<file path="config.mk">
export PLATFORM = sky130hd
export DESIGN_NAME = hiLoRegs
export DESIGN_NICKNAME = d
export VERILOG_FILES = /design/src/verilog/mipsPkg.sv /design/src/verilog/hiLoRegs.sv
export SDC_FILE = /design/constraint.sdc
export NUM_CORES = 1
export LEC_CHECK = 0
export BUFFER_PORTS_ARGS = -buffer_cell sky130_fd_sc_hd__buf_2
export CAP_MARGIN = 5
export CORE_ASPECT_RATIO = 1.1
export CORE_MARGIN = 2
export CORE_UTILIZATION = 27
export DETAILED_ROUTE_END_ITERATION = 8
export GPL_TIMING_DRIVEN = 0
export PLACE_DENSITY = 0.65
export SYNTH_ARGS = -nofsm -noshare
export SYNTH_HDL_FRONTEND = slang
export SYNTH_SLANG_ARGS = --single-unit
export TNS_END_PERCENT = 10
</file>
<file path="constraint.sdc">
create_clock -name clk -period 1.2 [get_ports clk]
set_input_delay 0.24 -clock clk [delete_from_list [all_inputs] [get_ports clk]]
set_output_delay 0.24 -clock clk [all_outputs]
set_load 0.05 [all_outputs]
</file>
<file path="src/verilog/mipsPkg.sv">
`default_nettype none

package mipsPkg;

    // field layout of an R-type word
    typedef struct packed {
        logic [5:0] opcode;
        logic [4:0] rs;
        logic [4:0] rt;
        logic [4:0] rd;
        logic [4:0] shamt;
        logic [5:0] funct;
    } rTypeFields;

    // field layout of an I-type word
    typedef struct packed {
        logic [5:0]  opcode;
        logic [4:0]  rs;
        logic [4:0]  rt;
        logic [15:0] imm;
    } iTypeFields;

    typedef union packed {
        rTypeFields rType;
        iTypeFields iType;
    } instrWord;

    // primary opcodes
    localparam logic [5:0] OP_SPECIAL = 6'h00;
    localparam logic [5:0] OP_ADDIU   = 6'h09;
    localparam logic [5:0] OP_SLTI    = 6'h0a;
    localparam logic [5:0] OP_SLTIU   = 6'h0b;
    localparam logic [5:0] OP_ANDI    = 6'h0c;
    localparam logic [5:0] OP_ORI     = 6'h0d;
    localparam logic [5:0] OP_XORI    = 6'h0e;

    // function codes under SPECIAL
    localparam logic [5:0] FN_SLL   = 6'h00;
    localparam logic [5:0] FN_SRL   = 6'h02;
    localparam logic [5:0] FN_SRA   = 6'h03;
    localparam logic [5:0] FN_SLLV  = 6'h04;
    localparam logic [5:0] FN_SRLV  = 6'h06;
    localparam logic [5:0] FN_SRAV  = 6'h07;
    localparam logic [5:0] FN_MFHI  = 6'h10;
    localparam logic [5:0] FN_MTHI  = 6'h11;
    localparam logic [5:0] FN_MFLO  = 6'h12;
    localparam logic [5:0] FN_MTLO  = 6'h13;
    localparam logic [5:0] FN_MULT  = 6'h18;
    localparam logic [5:0] FN_MULTU = 6'h19;
    localparam logic [5:0] FN_DIV   = 6'h1a;
    localparam logic [5:0] FN_DIVU  = 6'h1b;
    localparam logic [5:0] FN_ADDU  = 6'h21;
    localparam logic [5:0] FN_SUBU  = 6'h23;
    localparam logic [5:0] FN_AND   = 6'h24;
    localparam logic [5:0] FN_OR    = 6'h25;
    localparam logic [5:0] FN_XOR   = 6'h26;
    localparam logic [5:0] FN_SLT   = 6'h2a;
    localparam logic [5:0] FN_SLTU  = 6'h2b;

    typedef enum logic [4:0] {
        OP_NOP,
        ALU_ADDIU, ALU_ADDU, ALU_SUBU,
        ALU_AND, ALU_ANDI, ALU_OR, ALU_ORI, ALU_XOR, ALU_XORI,
        ALU_SLL, ALU_SLLV, ALU_SRL, ALU_SRLV, ALU_SRA, ALU_SRAV,
        ALU_SLT, ALU_SLTI, ALU_SLTU, ALU_SLTIU,
        ALU_MULT, ALU_MULTU, ALU_DIV, ALU_DIVU,
        ALU_MFHI, ALU_MFLO, ALU_MTHI, ALU_MTLO
    } aluOp;

    typedef struct packed {
        logic        valid;
        aluOp        op;
        logic [4:0]  dest;
        logic [31:0] rsVal;
        logic [31:0] rtVal;
        // already extended to 32 bits
        logic [31:0] imm;
        logic [4:0]  sa;
    } decodedInstr;

    typedef struct packed {
        logic        hiEn;
        logic        loEn;
        logic [31:0] hi;
        logic [31:0] lo;
    } hiLoWrite;

    typedef struct packed {
        logic [31:0] hi;
        logic [31:0] lo;
    } hiLoState;

    typedef struct packed {
        logic        valid;
        logic        regWrite;
        logic [4:0]  dest;
        logic [31:0] data;
    } wbResult;

endpackage

`default_nettype wire

</file>
<file path="src/verilog/hiLoRegs.sv">
`timescale 1ns/1ns
`default_nettype none

module hiLoRegs (
    input  logic              clk,
    input  logic              rst,
    input  mipsPkg::hiLoWrite wr,
    output mipsPkg::hiLoState state
);

    logic [31:0] hiReg;
    logic [31:0] loReg;

    // separate enables so mthi and mtlo leave the other half alone
    always_ff @(posedge clk) begin
        if (rst) begin
            hiReg <= 32'd0;
        end else if (wr.hiEn) begin
            hiReg <= wr.hi;
        end
    end

    always_ff @(posedge clk) begin
        if (rst) begin
            loReg <= 32'd0;
        end else if (wr.loEn) begin
            loReg <= wr.lo;
        end
    end

    // read straight from the flops
    assign state.hi = hiReg;
    assign state.lo = loReg;

endmodule

`default_nettype wire

</file>
==> results_dict.tcl <==
set metrics [dict create \
    status "finished, final reports clean" \
    critPathSlowestCell "dfxtp_1" \
    gr-total-overflow 0 \
    synth_top_flop_cell "dfxtp_1" \
    synth_cell_type_count 7 \
    hold_buffers 0 \
    hp-class "in2reg" \
    grt_pass1_wl_um 7940 \
    slew_headroom_pct 83.4 \
    grt_max_degree 12 \
    cp_cell_sequence "buf_2" \
    cts_buffers 9 \
    seq_area_sq_um 1280 \
    insertedDiodeCount 0 \
    crit_path_start_kind "register" \
    utilization_pct 41.0 \
    switching_share_pct 30.1 \
    syn_area_sq_um 2340 \
    clockRootBuffer "clkbuf_8" \
    clkPwrFrac_pct 34.2 \
    synthCells 207 \
    switching_power_uw 1550 \
    finalClockSkew_ps 0 \
    crit_arrival_ps 920 \
    cp-startpoint "loReg[12]" \
    tns_ps 0 \
    rows 35 \
    dieArea_sq_um 9430 \
    async_reset_ff_share_pct 0 \
    syn_area_per_cell_sq_um 11.3 \
    worst_pin_slew_ps 250 \
    area_delta_synth_final_pct 47.4 \
    met2_usage_pct 17.0 \
    die_h_um 102 \
    syn_nets 275 \
    cts_num_sinks 64 \
    r2r_cells 2 \
    ys_top_cells_by_area "dfxtp_1 55%, mux2i_1 27%, nor2_1 10%" \
    vias_per_cell 4.15 \
    grt_use_met1_pct 13.0 \
    finalCritPeriodShare_pct 96.7 \
    place.gp.congestion 0.631 \
    worstSetupPathType "reg2out" \
    fin_crit_ps 1160 \
    synth_top_area_cell "dfxtp_1" \
    antenna_left 0 \
    yosys_warnings 0 \
    finalSetupViolations 0 \
    worst-path-max-fanout 2 \
    total_leakage_power_uw 0.00178 \
    worst_setup_path_end_kind "output port" \
    reg2reg_slack_ps 570 \
    multi_input_area_sq_um 881 \
    worst-path-buf-inv 1 \
    clkTransAtPathRegs_ps 70 \
    core-area_sq_um 8410 \
    worstSkewPairLatency_ps 330 \
    ys_ff_latch 64 \
    path_delay_family "flip-flops" \
    htreeDepth 3 \
    hold_start "wr[39]" \
    critPathCapture "state[12]" \
    start_util_pct 27.8 \
    fmax_mhz 862 \
    use_met3_pct 4.46 \
    slew_violations 0 \
    setup_slack_ps 39.6 \
    place_hpwl_um 3840 \
    crit_required_ps 960 \
    ir_worst_vdd_uv 741 \
    timing.rr.start "loReg[24]" \
    pre_cts_slack_ps 215 \
    ios 132 \
    cts.path.max_buffers 2 \
    drt_iter0_drc 46 \
    drive_gt1_share_pct 45.0 \
    p_per_area_nw_per_um2 1490 \
    synth_edf_count 0 \
    reg2reg_to "loReg[24]" \
    p_int_uw 3590 \
    vias 1915 \
    path_depth 1 \
    avgRoutedWirePerCell_um 11.2 \
    grt_usage_pct 10.7 \
    ys_top_cells_by_count "64 x dfxtp_1, 64 x mux2i_1, 64 x nor2_1" \
    busiest_layer "met2" \
    fin_nets 414 \
    cts_tree "done" \
    drt_pass1_iterations 4 \
    synth_top_cell_area_share_pct 54.8 \
    hold_violations 0 \
    die_w_um 92.8 \
    fillers 849 \
    combPwrFrac_pct 20.8 \
    grt_antenna_before_repair 0 \
    drc 0 \
    routed_wirelength_um 5160 \
    yosysSeqAreaShare_pct 54.8 \
    rsz0062_at_grt "false" \
    critPathMaxStageDelay_ps 330 \
    cap_violations 0 \
    p_seq_share_pct 45.1 \
    grt_pass1_vias 1766 \
    io_buffers 128 \
]
-- cell type report --
class | instances | area share, %
Buffer | 15 | 5.15
Clock buffer | 10 | 3.70
Clock inverter | 6 | 1.74
Multi-Input combinational cell | 128 | 25.5
Sequential cell | 64 | 37.1
Tap cell | 111 | 4.03
Timing Repair Buffer | 128 | 22.7
-- metal layers --
metal	up-vias	routed length, um
li1	952	-
met1	862	2280
met2	90	2300
met3	11	473
met4	0	106
met5	-	0
-- logic make-up after synthesis --
family / count (synthesis) / share of synthesized area [%]
simple gates: 64 / 10.3
buf+inv: 15 / 7.59
mux: 64 / 27.4
flops: 64 / 54.8
-- metrics by stage --
step	cells	cell area (sq um)	hold WS [ps]	total power, uW
floorplan	207	2340	387	3100
global placement	446	3120	467	3360
detailed placement	446	3120	480	3380
CTS	462	3340	112	5190
global route	462	3450	127	5380
finish	462	3450	138	5140
-- cells in the final DEF (no fill, tap or decap), drive strengths merged --
cell type	count
clkbuf	53
clkinvlp	2
nor2	64
mux2i	64
bufinv	1
buf	100
clkinv	3
dfxtp	64
-- tightest hold or removal path, delay by kind of cell --
kind | cells | cell delay, ps
buf+inv | 1 | 70
simple gates | 1 | 70
mux | 1 | 50
-- flip-flops by register name, summed over array words and instances, names as in the netlist --
register / count
hiReg: 32
loReg: 32
-- how the worst min path moves through the flow --
stage / depth (start not counted) / to / slack [ps]
CTS: 3 / hiReg[30] / 110
finish: 3 / hiReg[7] / 140
floorplan: 2 / hiReg[29] / 390
global placement: 2 / hiReg[26] / 470
detailed placement: 2 / loReg[26] / 480
global route: 3 / loReg[15] / 130
-- power groups by stage --
stage	clock, uW	sequential (uW)	combinational [uW]
2_1_floorplan	0	2800	300
3_3_place_gp	0	2350	1010
3_5_place_dp	0	2360	1020
4_1_cts	1840	2310	1040
5_1_grt	1910	2330	1140
6_report	1750	2310	1070
-- repair_timing --
action                     CTS  global route
buffers inserted             0             0
setup endpoints to repair   15            42
hold endpoints to repair     0             0
resized for setup           15            42
No activity file was read; power rests on OpenSTA's default activity.
