`src/verilog/mipsPkg.sv`:
```
`default_nettype none

package mipsPkg;

    // field layout of an R-type word
    typedef struct packed {
        logic [5:0] opcode;
        logic [4:0] rs;
        logic [4:0] rt;
        logic [4:0] rd;
        logic [4:0] shamt;
        logic [5:0] funct;
    } rTypeFields;

    // field layout of an I-type word
    typedef struct packed {
        logic [5:0]  opcode;
        logic [4:0]  rs;
        logic [4:0]  rt;
        logic [15:0] imm;
    } iTypeFields;

    typedef union packed {
        rTypeFields rType;
        iTypeFields iType;
    } instrWord;

    // primary opcodes
    localparam logic [5:0] OP_SPECIAL = 6'h00;
    localparam logic [5:0] OP_ADDIU   = 6'h09;
    localparam logic [5:0] OP_SLTI    = 6'h0a;
    localparam logic [5:0] OP_SLTIU   = 6'h0b;
    localparam logic [5:0] OP_ANDI    = 6'h0c;
    localparam logic [5:0] OP_ORI     = 6'h0d;
    localparam logic [5:0] OP_XORI    = 6'h0e;

    // function codes under SPECIAL
    localparam logic [5:0] FN_SLL   = 6'h00;
    localparam logic [5:0] FN_SRL   = 6'h02;
    localparam logic [5:0] FN_SRA   = 6'h03;
    localparam logic [5:0] FN_SLLV  = 6'h04;
    localparam logic [5:0] FN_SRLV  = 6'h06;
    localparam logic [5:0] FN_SRAV  = 6'h07;
    localparam logic [5:0] FN_MFHI  = 6'h10;
    localparam logic [5:0] FN_MTHI  = 6'h11;
    localparam logic [5:0] FN_MFLO  = 6'h12;
    localparam logic [5:0] FN_MTLO  = 6'h13;
    localparam logic [5:0] FN_MULT  = 6'h18;
    localparam logic [5:0] FN_MULTU = 6'h19;
    localparam logic [5:0] FN_DIV   = 6'h1a;
    localparam logic [5:0] FN_DIVU  = 6'h1b;
    localparam logic [5:0] FN_ADDU  = 6'h21;
    localparam logic [5:0] FN_SUBU  = 6'h23;
    localparam logic [5:0] FN_AND   = 6'h24;
    localparam logic [5:0] FN_OR    = 6'h25;
    localparam logic [5:0] FN_XOR   = 6'h26;
    localparam logic [5:0] FN_SLT   = 6'h2a;
    localparam logic [5:0] FN_SLTU  = 6'h2b;

    typedef enum logic [4:0] {
        OP_NOP,
        ALU_ADDIU, ALU_ADDU, ALU_SUBU,
        ALU_AND, ALU_ANDI, ALU_OR, ALU_ORI, ALU_XOR, ALU_XORI,
        ALU_SLL, ALU_SLLV, ALU_SRL, ALU_SRLV, ALU_SRA, ALU_SRAV,
        ALU_SLT, ALU_SLTI, ALU_SLTU, ALU_SLTIU,
        ALU_MULT, ALU_MULTU, ALU_DIV, ALU_DIVU,
        ALU_MFHI, ALU_MFLO, ALU_MTHI, ALU_MTLO
    } aluOp;

    typedef struct packed {
        logic        valid;
        aluOp        op;
        logic [4:0]  dest;
        logic [31:0] rsVal;
        logic [31:0] rtVal;
        // already extended to 32 bits
        logic [31:0] imm;
        logic [4:0]  sa;
    } decodedInstr;

    typedef struct packed {
        logic        hiEn;
        logic        loEn;
        logic [31:0] hi;
        logic [31:0] lo;
    } hiLoWrite;

    typedef struct packed {
        logic [31:0] hi;
        logic [31:0] lo;
    } hiLoState;

    typedef struct packed {
        logic        valid;
        logic        regWrite;
        logic [4:0]  dest;
        logic [31:0] data;
    } wbResult;

endpackage

`default_nettype wire

```
`src/verilog/mipsDecode.sv`:
```
`timescale 1ns/1ns
`default_nettype none

module mipsDecode (
    input  logic                 clk,
    input  logic                 rst,
    input  logic                 instrValid,
    input  mipsPkg::instrWord    instr,
    input  logic [31:0]          rsData,
    input  logic [31:0]          rtData,
    output mipsPkg::decodedInstr dec
);

    mipsPkg::aluOp op;
    logic          zeroExt;
    logic [4:0]    dest;
    logic [31:0]   immExt;

    // opcode first, function code only under SPECIAL
    always_comb begin
        op = mipsPkg::OP_NOP;
        case (instr.iType.opcode)
            mipsPkg::OP_SPECIAL: begin
                case (instr.rType.funct)
                    mipsPkg::FN_SLL:   op = mipsPkg::ALU_SLL;
                    mipsPkg::FN_SRL:   op = mipsPkg::ALU_SRL;
                    mipsPkg::FN_SRA:   op = mipsPkg::ALU_SRA;
                    mipsPkg::FN_SLLV:  op = mipsPkg::ALU_SLLV;
                    mipsPkg::FN_SRLV:  op = mipsPkg::ALU_SRLV;
                    mipsPkg::FN_SRAV:  op = mipsPkg::ALU_SRAV;
                    mipsPkg::FN_MFHI:  op = mipsPkg::ALU_MFHI;
                    mipsPkg::FN_MTHI:  op = mipsPkg::ALU_MTHI;
                    mipsPkg::FN_MFLO:  op = mipsPkg::ALU_MFLO;
                    mipsPkg::FN_MTLO:  op = mipsPkg::ALU_MTLO;
                    mipsPkg::FN_MULT:  op = mipsPkg::ALU_MULT;
                    mipsPkg::FN_MULTU: op = mipsPkg::ALU_MULTU;
                    mipsPkg::FN_DIV:   op = mipsPkg::ALU_DIV;
                    mipsPkg::FN_DIVU:  op = mipsPkg::ALU_DIVU;
                    mipsPkg::FN_ADDU:  op = mipsPkg::ALU_ADDU;
                    mipsPkg::FN_SUBU:  op = mipsPkg::ALU_SUBU;
                    mipsPkg::FN_AND:   op = mipsPkg::ALU_AND;
                    mipsPkg::FN_OR:    op = mipsPkg::ALU_OR;
                    mipsPkg::FN_XOR:   op = mipsPkg::ALU_XOR;
                    mipsPkg::FN_SLT:   op = mipsPkg::ALU_SLT;
                    mipsPkg::FN_SLTU:  op = mipsPkg::ALU_SLTU;
                    default:           op = mipsPkg::OP_NOP;
                endcase
            end
            mipsPkg::OP_ADDIU: op = mipsPkg::ALU_ADDIU;
            mipsPkg::OP_SLTI:  op = mipsPkg::ALU_SLTI;
            mipsPkg::OP_SLTIU: op = mipsPkg::ALU_SLTIU;
            mipsPkg::OP_ANDI:  op = mipsPkg::ALU_ANDI;
            mipsPkg::OP_ORI:   op = mipsPkg::ALU_ORI;
            mipsPkg::OP_XORI:  op = mipsPkg::ALU_XORI;
            default:           op = mipsPkg::OP_NOP;
        endcase
    end

    // logical immediates are zero extended, the rest sign extended
    assign zeroExt = (op == mipsPkg::ALU_ANDI) || (op == mipsPkg::ALU_ORI) ||
                     (op == mipsPkg::ALU_XORI);
    assign immExt  = zeroExt ? {16'h0000, instr.iType.imm} :
                               {{16{instr.iType.imm[15]}}, instr.iType.imm};

    // rd for R-type, rt otherwise
    assign dest = (instr.iType.opcode == mipsPkg::OP_SPECIAL) ? instr.rType.rd :
                                                                instr.iType.rt;

    always_ff @(posedge clk) begin
        if (rst) begin
            dec.valid <= 1'b0;
        end else begin
            dec.valid <= instrValid;
        end
        // payload only follows a strobe
        if (instrValid) begin
            dec.op    <= op;
            dec.dest  <= dest;
            dec.rsVal <= rsData;
            dec.rtVal <= rtData;
            dec.imm   <= immExt;
            dec.sa    <= instr.rType.shamt;
        end
    end

endmodule

`default_nettype wire

```
`config.mk`:
```
export PLATFORM = sky130hd
export DESIGN_NAME = mipsDecode
export DESIGN_NICKNAME = d
export VERILOG_FILES = /design/src/verilog/mipsPkg.sv /design/src/verilog/mipsDecode.sv
export SDC_FILE = /design/constraint.sdc
export NUM_CORES = 1
export LEC_CHECK = 0
export CAP_MARGIN = 20
export CORE_AREA = 10 10 87 104
export CTS_BUF_LIST = sky130_fd_sc_hd__clkbuf_2
export DETAILED_ROUTE_END_ITERATION = 16
export DIE_AREA = 0 0 97 114
export DONT_BUFFER_PORTS = 1
export GPL_ROUTABILITY_DRIVEN = 0
export SYNTH_ARGS = -nofsm -noshare
export SYNTH_HDL_FRONTEND = slang
export SYNTH_SLANG_ARGS = --single-unit
```
`constraint.sdc`:
```
create_clock -name clk -period 3.3 [get_ports clk]
set_input_delay 0.165 -clock clk [delete_from_list [all_inputs] [get_ports clk]]
set_output_delay 0.165 -clock clk [all_outputs]
set_load 0.02 [all_outputs]
```
==> results of run 1 <==
==> worst min-delay path, cell delays in order <==
cell	delay, ps
nor4_4	30
nand2_4	140
o41ai_4	100
==> synthesized netlist by cell type (2+ instances only) <==
master / count / area share
o21a_1: 2 / 0.0044
edfxtp_1: 91 / 0.80
o31ai_1: 2 / 0.0044
buf_4: 20 / 0.044
nand4b_1: 2 / 0.0052
buf_2: 2 / 0.0029
clkbuf_1: 2 / 0.0022
ha_1: 4 / 0.015
mux2_2: 5 / 0.017
nor2b_1: 2 / 0.0037
nor2_1: 5 / 0.0055
inv_1: 4 / 0.0044
nand2_1: 3 / 0.0033
o211a_1: 2 / 0.0059
nand2b_1: 2 / 0.0037
nand3_1: 2 / 0.0029
o21ai_0: 2 / 0.0029
==> cell families after synthesis <==
kind of cell	synth area share
buffers and inverters	0.0538
flip-flops	0.811
adder cells (fa/ha/maj)	0.0147
AO/OA/AOI/OAI	0.0516
AND/OR/NAND/NOR	0.0472
multiplexers	0.0195
XOR/XNOR	0.00258
==> what timing repair did <==
item	in CTS	in global routing
hold buffers	94	0
hold endpoints to repair	183	0
resized for setup	0	0
==> worst min-delay path by stage <==
stage | start | to | slack, ps | cells past startpoint
2_1_floorplan | rst | dec[111]$_SDFF_PP0_ | 240 | 1
3_3_place_gp | rst | dec[111]$_SDFF_PP0_ | 240 | 1
3_5_place_dp | rst | dec[111]$_SDFF_PP0_ | 240 | 1
4_1_cts | instr[30] | dec[106]$_DFFE_PP_ | 2 | 3
5_1_grt | instrValid | dec[87]$_DFFE_PP_ | 2 | 1
6_report | instr[30] | dec[106]$_DFFE_PP_ | 60 | 3
==> per-stage QoR <==
stage	worst slack, ps	instance area [µm²]	instances	hold slack, ps
finish	1530	4450	353	64.1
global route	1410	4450	353	2.36
CTS	1460	4450	353	1.96
detailed placement	1620	3370	243	239
global placement	1590	3370	243	240
floorplan	1690	3400	175	237
==> layer usage <==
layer / global-route usage / wire length [µm] / vias up
li1: - / - / 824
met4: 0.0562 / 88 / 0
met5: 0 / 0 / -
met2: 0.257 / 4420 / 136
met3: 0.0690 / 928 / 9
met1: 0.157 / 3190 / 900
==> where the power goes <==
part	switching, W	leakage [nW]	internal (W)
clock	0.000371	0.0770	0.000194
sequential	0.000167	0.898	0.00139
combinational	0.0000854	0.625	0.0000989
total	0.000623	1.60	0.00169
==> cell type report <==
type,instances,area (µm²)
clock buffer,10,50.0
sequential,92,2750
fill,503,2650
timing repair buffer,96,986
multi-input combinational,55,460
clock inverter,6,77.6
inverter,4,15.0
tap,90,113
==> flow_metrics.env, run 1 <==
export IMPL_rsz0062_at_grt="false"
export IMPL_grt_overflow_total=0
export IMPL_total_power_w=0.00231
export IMPL_die_h_um=114
export IMPL_layout_common_cells="dlygate4sd3_1, edfxtp_1, clkbuf_2"
export IMPL_startpoint="instr[26]"
export IMPL_final_common_cell="dlygate4sd3_1"
export IMPL_post_route_min_period_ps=1770
export IMPL_drive_above_1_share=0.103
export IMPL_cts_tree="done"
export IMPL_clock_path_buffers=2
export IMPL_setup_viol=0
export IMPL_cap_violations=0
export IMPL_status="complete, no violations"
export IMPL_regMostFlops="dec"
export IMPL_cp_start_kind="input port"
export IMPL_fin_crit_sh=0.536
export IMPL_clk_pin_slew_worst_paths_ps=230
export IMPL_async_flop_share=0
export IMPL_ir_drop_uv=297
export IMPL_ant_nets=0
export IMPL_fin_nets=361
export IMPL_post_cts_buffers=0
export IMPL_routed_wl_um=8630
export IMPL_syn_nets=278
export IMPL_synth_avg_cell_area_um2=19.4
export IMPL_core_area_um2=7100
export IMPL_cpMostUsedCell="dlygate4sd3_1"
export IMPL_route_detailed_drc=0
export IMPL_max_stage_delay_ps=620
export IMPL_p_per_area_nw_per_um2=518
export IMPL_cts_buffers=9
export IMPL_io_pins=211
export IMPL_port_buffers=0
export IMPL_grt_max_degree=92
export IMPL_synth_area_um2=3400
export IMPL_first_pass_iters=4
export IMPL_grt_pass1_wl_um=12500
export IMPL_worst_path_stages=5
export IMPL_worst_pin_slew_ps=526
export IMPL_wl_per_cell_um=24.5
export IMPL_hpwl_um=5970
export IMPL_grt_use_total=0.149
export IMPL_largest_reg_flops=92
export IMPL_drtIter0Drc=73
export IMPL_antenna_found_initial=0
export IMPL_crit_arrival_ps=2060
export IMPL_die_area_um2=11100
export IMPL_p_leak_nw=1.60
export IMPL_hold_viol=0
export IMPL_ys_seq_area_frac=0.811
export IMPL_num_rows=34
export IMPL_final_setup_tns_ps=0
export IMPL_yosysUniqueCellTypes=40
export IMPL_grt_pass1_vias=1946
export IMPL_endpoint_kind="flop"
export IMPL_synth_edff_count=91
export IMPL_ys_warn_count=0
export IMPL_cts_sinks=92
export IMPL_start_util=0.478
export IMPL_htreeDepth=3
export IMPL_path_max_fanout=10
export IMPL_vias=1869
export IMPL_required_ps=3600
export IMPL_viasPerCell=5.29
export IMPL_synth_seq_cells=92
export IMPL_crit_type="in -> reg"
export IMPL_die_w_um=97
export IMPL_synth_cells=175
export IMPL_critPathTopFamily="buffers and inverters"
export IMPL_synth_flop_cell="edfxtp_1"
export IMPL_drv_slew=0
export IMPL_path_buf_inv=2
export IMPL_root_buffer="clkbuf_2"
export IMPL_final_core_util=0.627
export IMPL_diodes=0
export IMPL_worstPathCellList="dlygate4sd3_1, nor4_4, nand2_4, mux2_2, dlygate4sd3_1"
export IMPL_crit_end="dec[105]$_DFFE_PP_"
export IMPL_syn_to_final_growth_pct=31.2
export IMPL_fmax_ghz=0.566
export IMPL_crit_slowest_cell="dlygate4sd3_1"
export IMPL_top_regs="dec (92)"
export IMPL_hold_class="in -> reg"
export IMPL_relSlewSlack=0.647
Note: power is estimated with default switching activity, not from simulation.
==> run 2: changes to the inputs <==
==> constraint.sdc (replaced) <==
create_clock -name clk -period 1.7 [get_ports clk]
set_input_delay 0.085 -clock clk [delete_from_list [all_inputs] [get_ports clk]]
set_output_delay 0.085 -clock clk [all_outputs]
set_load 0.02 [all_outputs]
==> flow_metrics.env, run 2 (synthesis results as in run 1) <==
export IMPL_die_h_um=114
export IMPL_fin_nets=369
export IMPL_layout_common_cells="dlygate4sd3_1, edfxtp_1, clkbuf_2"
export IMPL_cts_buffers=9
export IMPL_wl_met1_um=3310
export IMPL_start_util=0.478
export IMPL_worst_pin_slew_ps=477
export IMPL_grt_pass1_vias=1965
export IMPL_design_area_um2=4510
export IMPL_worst_slack_ps=-26.4
export IMPL_syn_to_final_growth_pct=32.9
export IMPL_io_pins=211
export IMPL_clock_path_buffers=2
export IMPL_htreeDepth=3
export IMPL_setup_viol=1
export IMPL_hold_buffers=99
export IMPL_grt_pass1_wl_um=12700
export IMPL_num_rows=34
export IMPL_route_detailed_drc=0
export IMPL_required_ps=2030
export IMPL_p_per_area_nw_per_um2=989
export IMPL_ant_nets=0
export IMPL_grt_overflow_total=0
export IMPL_routed_wl_um=8830
export IMPL_regMostFlops="dec"
export IMPL_viasPerCell=5.20
export IMPL_vias=1878
export IMPL_post_route_min_period_ps=1730
export IMPL_register_area_um2=2750
export IMPL_core_area_um2=7100
export IMPL_violations="negative hold slack, negative setup slack"
export IMPL_relSlewSlack=0.681
export IMPL_root_buffer="clkbuf_2"
export IMPL_whs_ps=-339
export IMPL_cp_start_kind="input port"
export IMPL_hpwl_um=5970
export IMPL_first_pass_iters=4
export IMPL_die_area_um2=11100
export IMPL_cap_violations=0
export IMPL_cts_sinks=92
export IMPL_crit_arrival_ps=2060
export IMPL_top_regs="dec (92)"
export IMPL_crit_type="in -> reg"
export IMPL_ir_drop_uv=538
export IMPL_p_leak_nw=1.65
export IMPL_grt_use_total=0.151
export IMPL_antenna_found_initial=0
export IMPL_whs_path_depth=0
export IMPL_cts_tree="done"
export IMPL_fin_crit_sh=1.02
export IMPL_multi_input_area_um2=460
export IMPL_fill_cells=487
export IMPL_endpoint_kind="flop"
export IMPL_status="finished, violations left"
export IMPL_grt_max_degree=93
export IMPL_wl_met3_um=878
export IMPL_path_max_fanout=7
export IMPL_hold_viol=91
export IMPL_placed_area_um2=3380
export IMPL_drtIter0Drc=110
export IMPL_total_power_w=0.00446
export IMPL_largest_reg_flops=92
export IMPL_drive_above_1_share=0.107
export IMPL_diodes=0
export IMPL_port_buffers=0
export IMPL_top_layer_used="met4"
export IMPL_dr_wl_met2_um=4500
export IMPL_hold_class="in -> reg"
export IMPL_die_w_um=97
export IMPL_final_common_cell="dlygate4sd3_1"
export IMPL_wl_per_cell_um=24.5
export IMPL_drv_slew=0
export IMPL_clk_pin_slew_worst_paths_ps=270
export IMPL_fmax_ghz=0.579
==> run 2: timing repair <==
| item | CTS | global route |
|---|---|---|
| gates resized for setup | 0 | 2 |
| hold endpoints to repair | 183 | 91 |
| setup endpoints to repair | 0 | 2 |
| buffers inserted | 0 | 2 |
==> run 2: power by group <==
| part | internal (W) | total [W] | switching [W] | leakage (nW) |
|---|---|---|---|---|
| clock | 0.000377 | 0.00111 | 0.000729 | 0.0770 |
| combinational | 0.000193 | 0.000330 | 0.000138 | 0.672 |
| sequential | 0.00270 | 0.00303 | 0.000326 | 0.898 |
==> run 2: path summary, 6_finish.rpt <==
kind / from / end
hold / removal: instrValid / dec[87]$_DFFE_PP_
setup / recovery: instr[30] / dec[103]$_DFFE_PP_
==> run 2: routing by layer <==
layer | vias up | GRT usage
li1 | 836 | -
met1 | 886 | 0.168
met2 | 144 | 0.254
met3 | 12 | 0.0599
met4 | 0 | 0.0601
met5 | - | 0
==> run 2: metrics by stage <==
| step | util | cells | hold slack [ps] | setup TNS [ps] | worst slack [ps] |
|---|---|---|---|---|---|
| after global placement | 0.475 | 244 | 160 | 0 | 139 |
| after CTS | 0.633 | 359 | -402 | 0 | 14.3 |
| after floorplan | - | 175 | 157 | 0 | 171 |
| final | 0.635 | 361 | -339 | -26.4 | -26.4 |
| after global routing | 0.635 | 361 | -429 | -3.30 | -3.30 |
| after detailed placement | 0.475 | 244 | 168 | 0 | 121 |
==> run 2: final cells by class <==
class	instances	share of cell area
inverters	4	0.00333
clock inverters	6	0.0172
repair buffers	104	0.232
clock buffers	10	0.0111
well taps	90	0.0249
multi-input cells	55	0.102
flip-flops and latches	92	0.610
==> run 2: critical path, stage by stage <==
cell and delay, ps:
dlygate4sd3_1 570, nor4_4 320, nand2_4 100, buf_4 180, mux2_2 260, dlygate4sd3_1 540
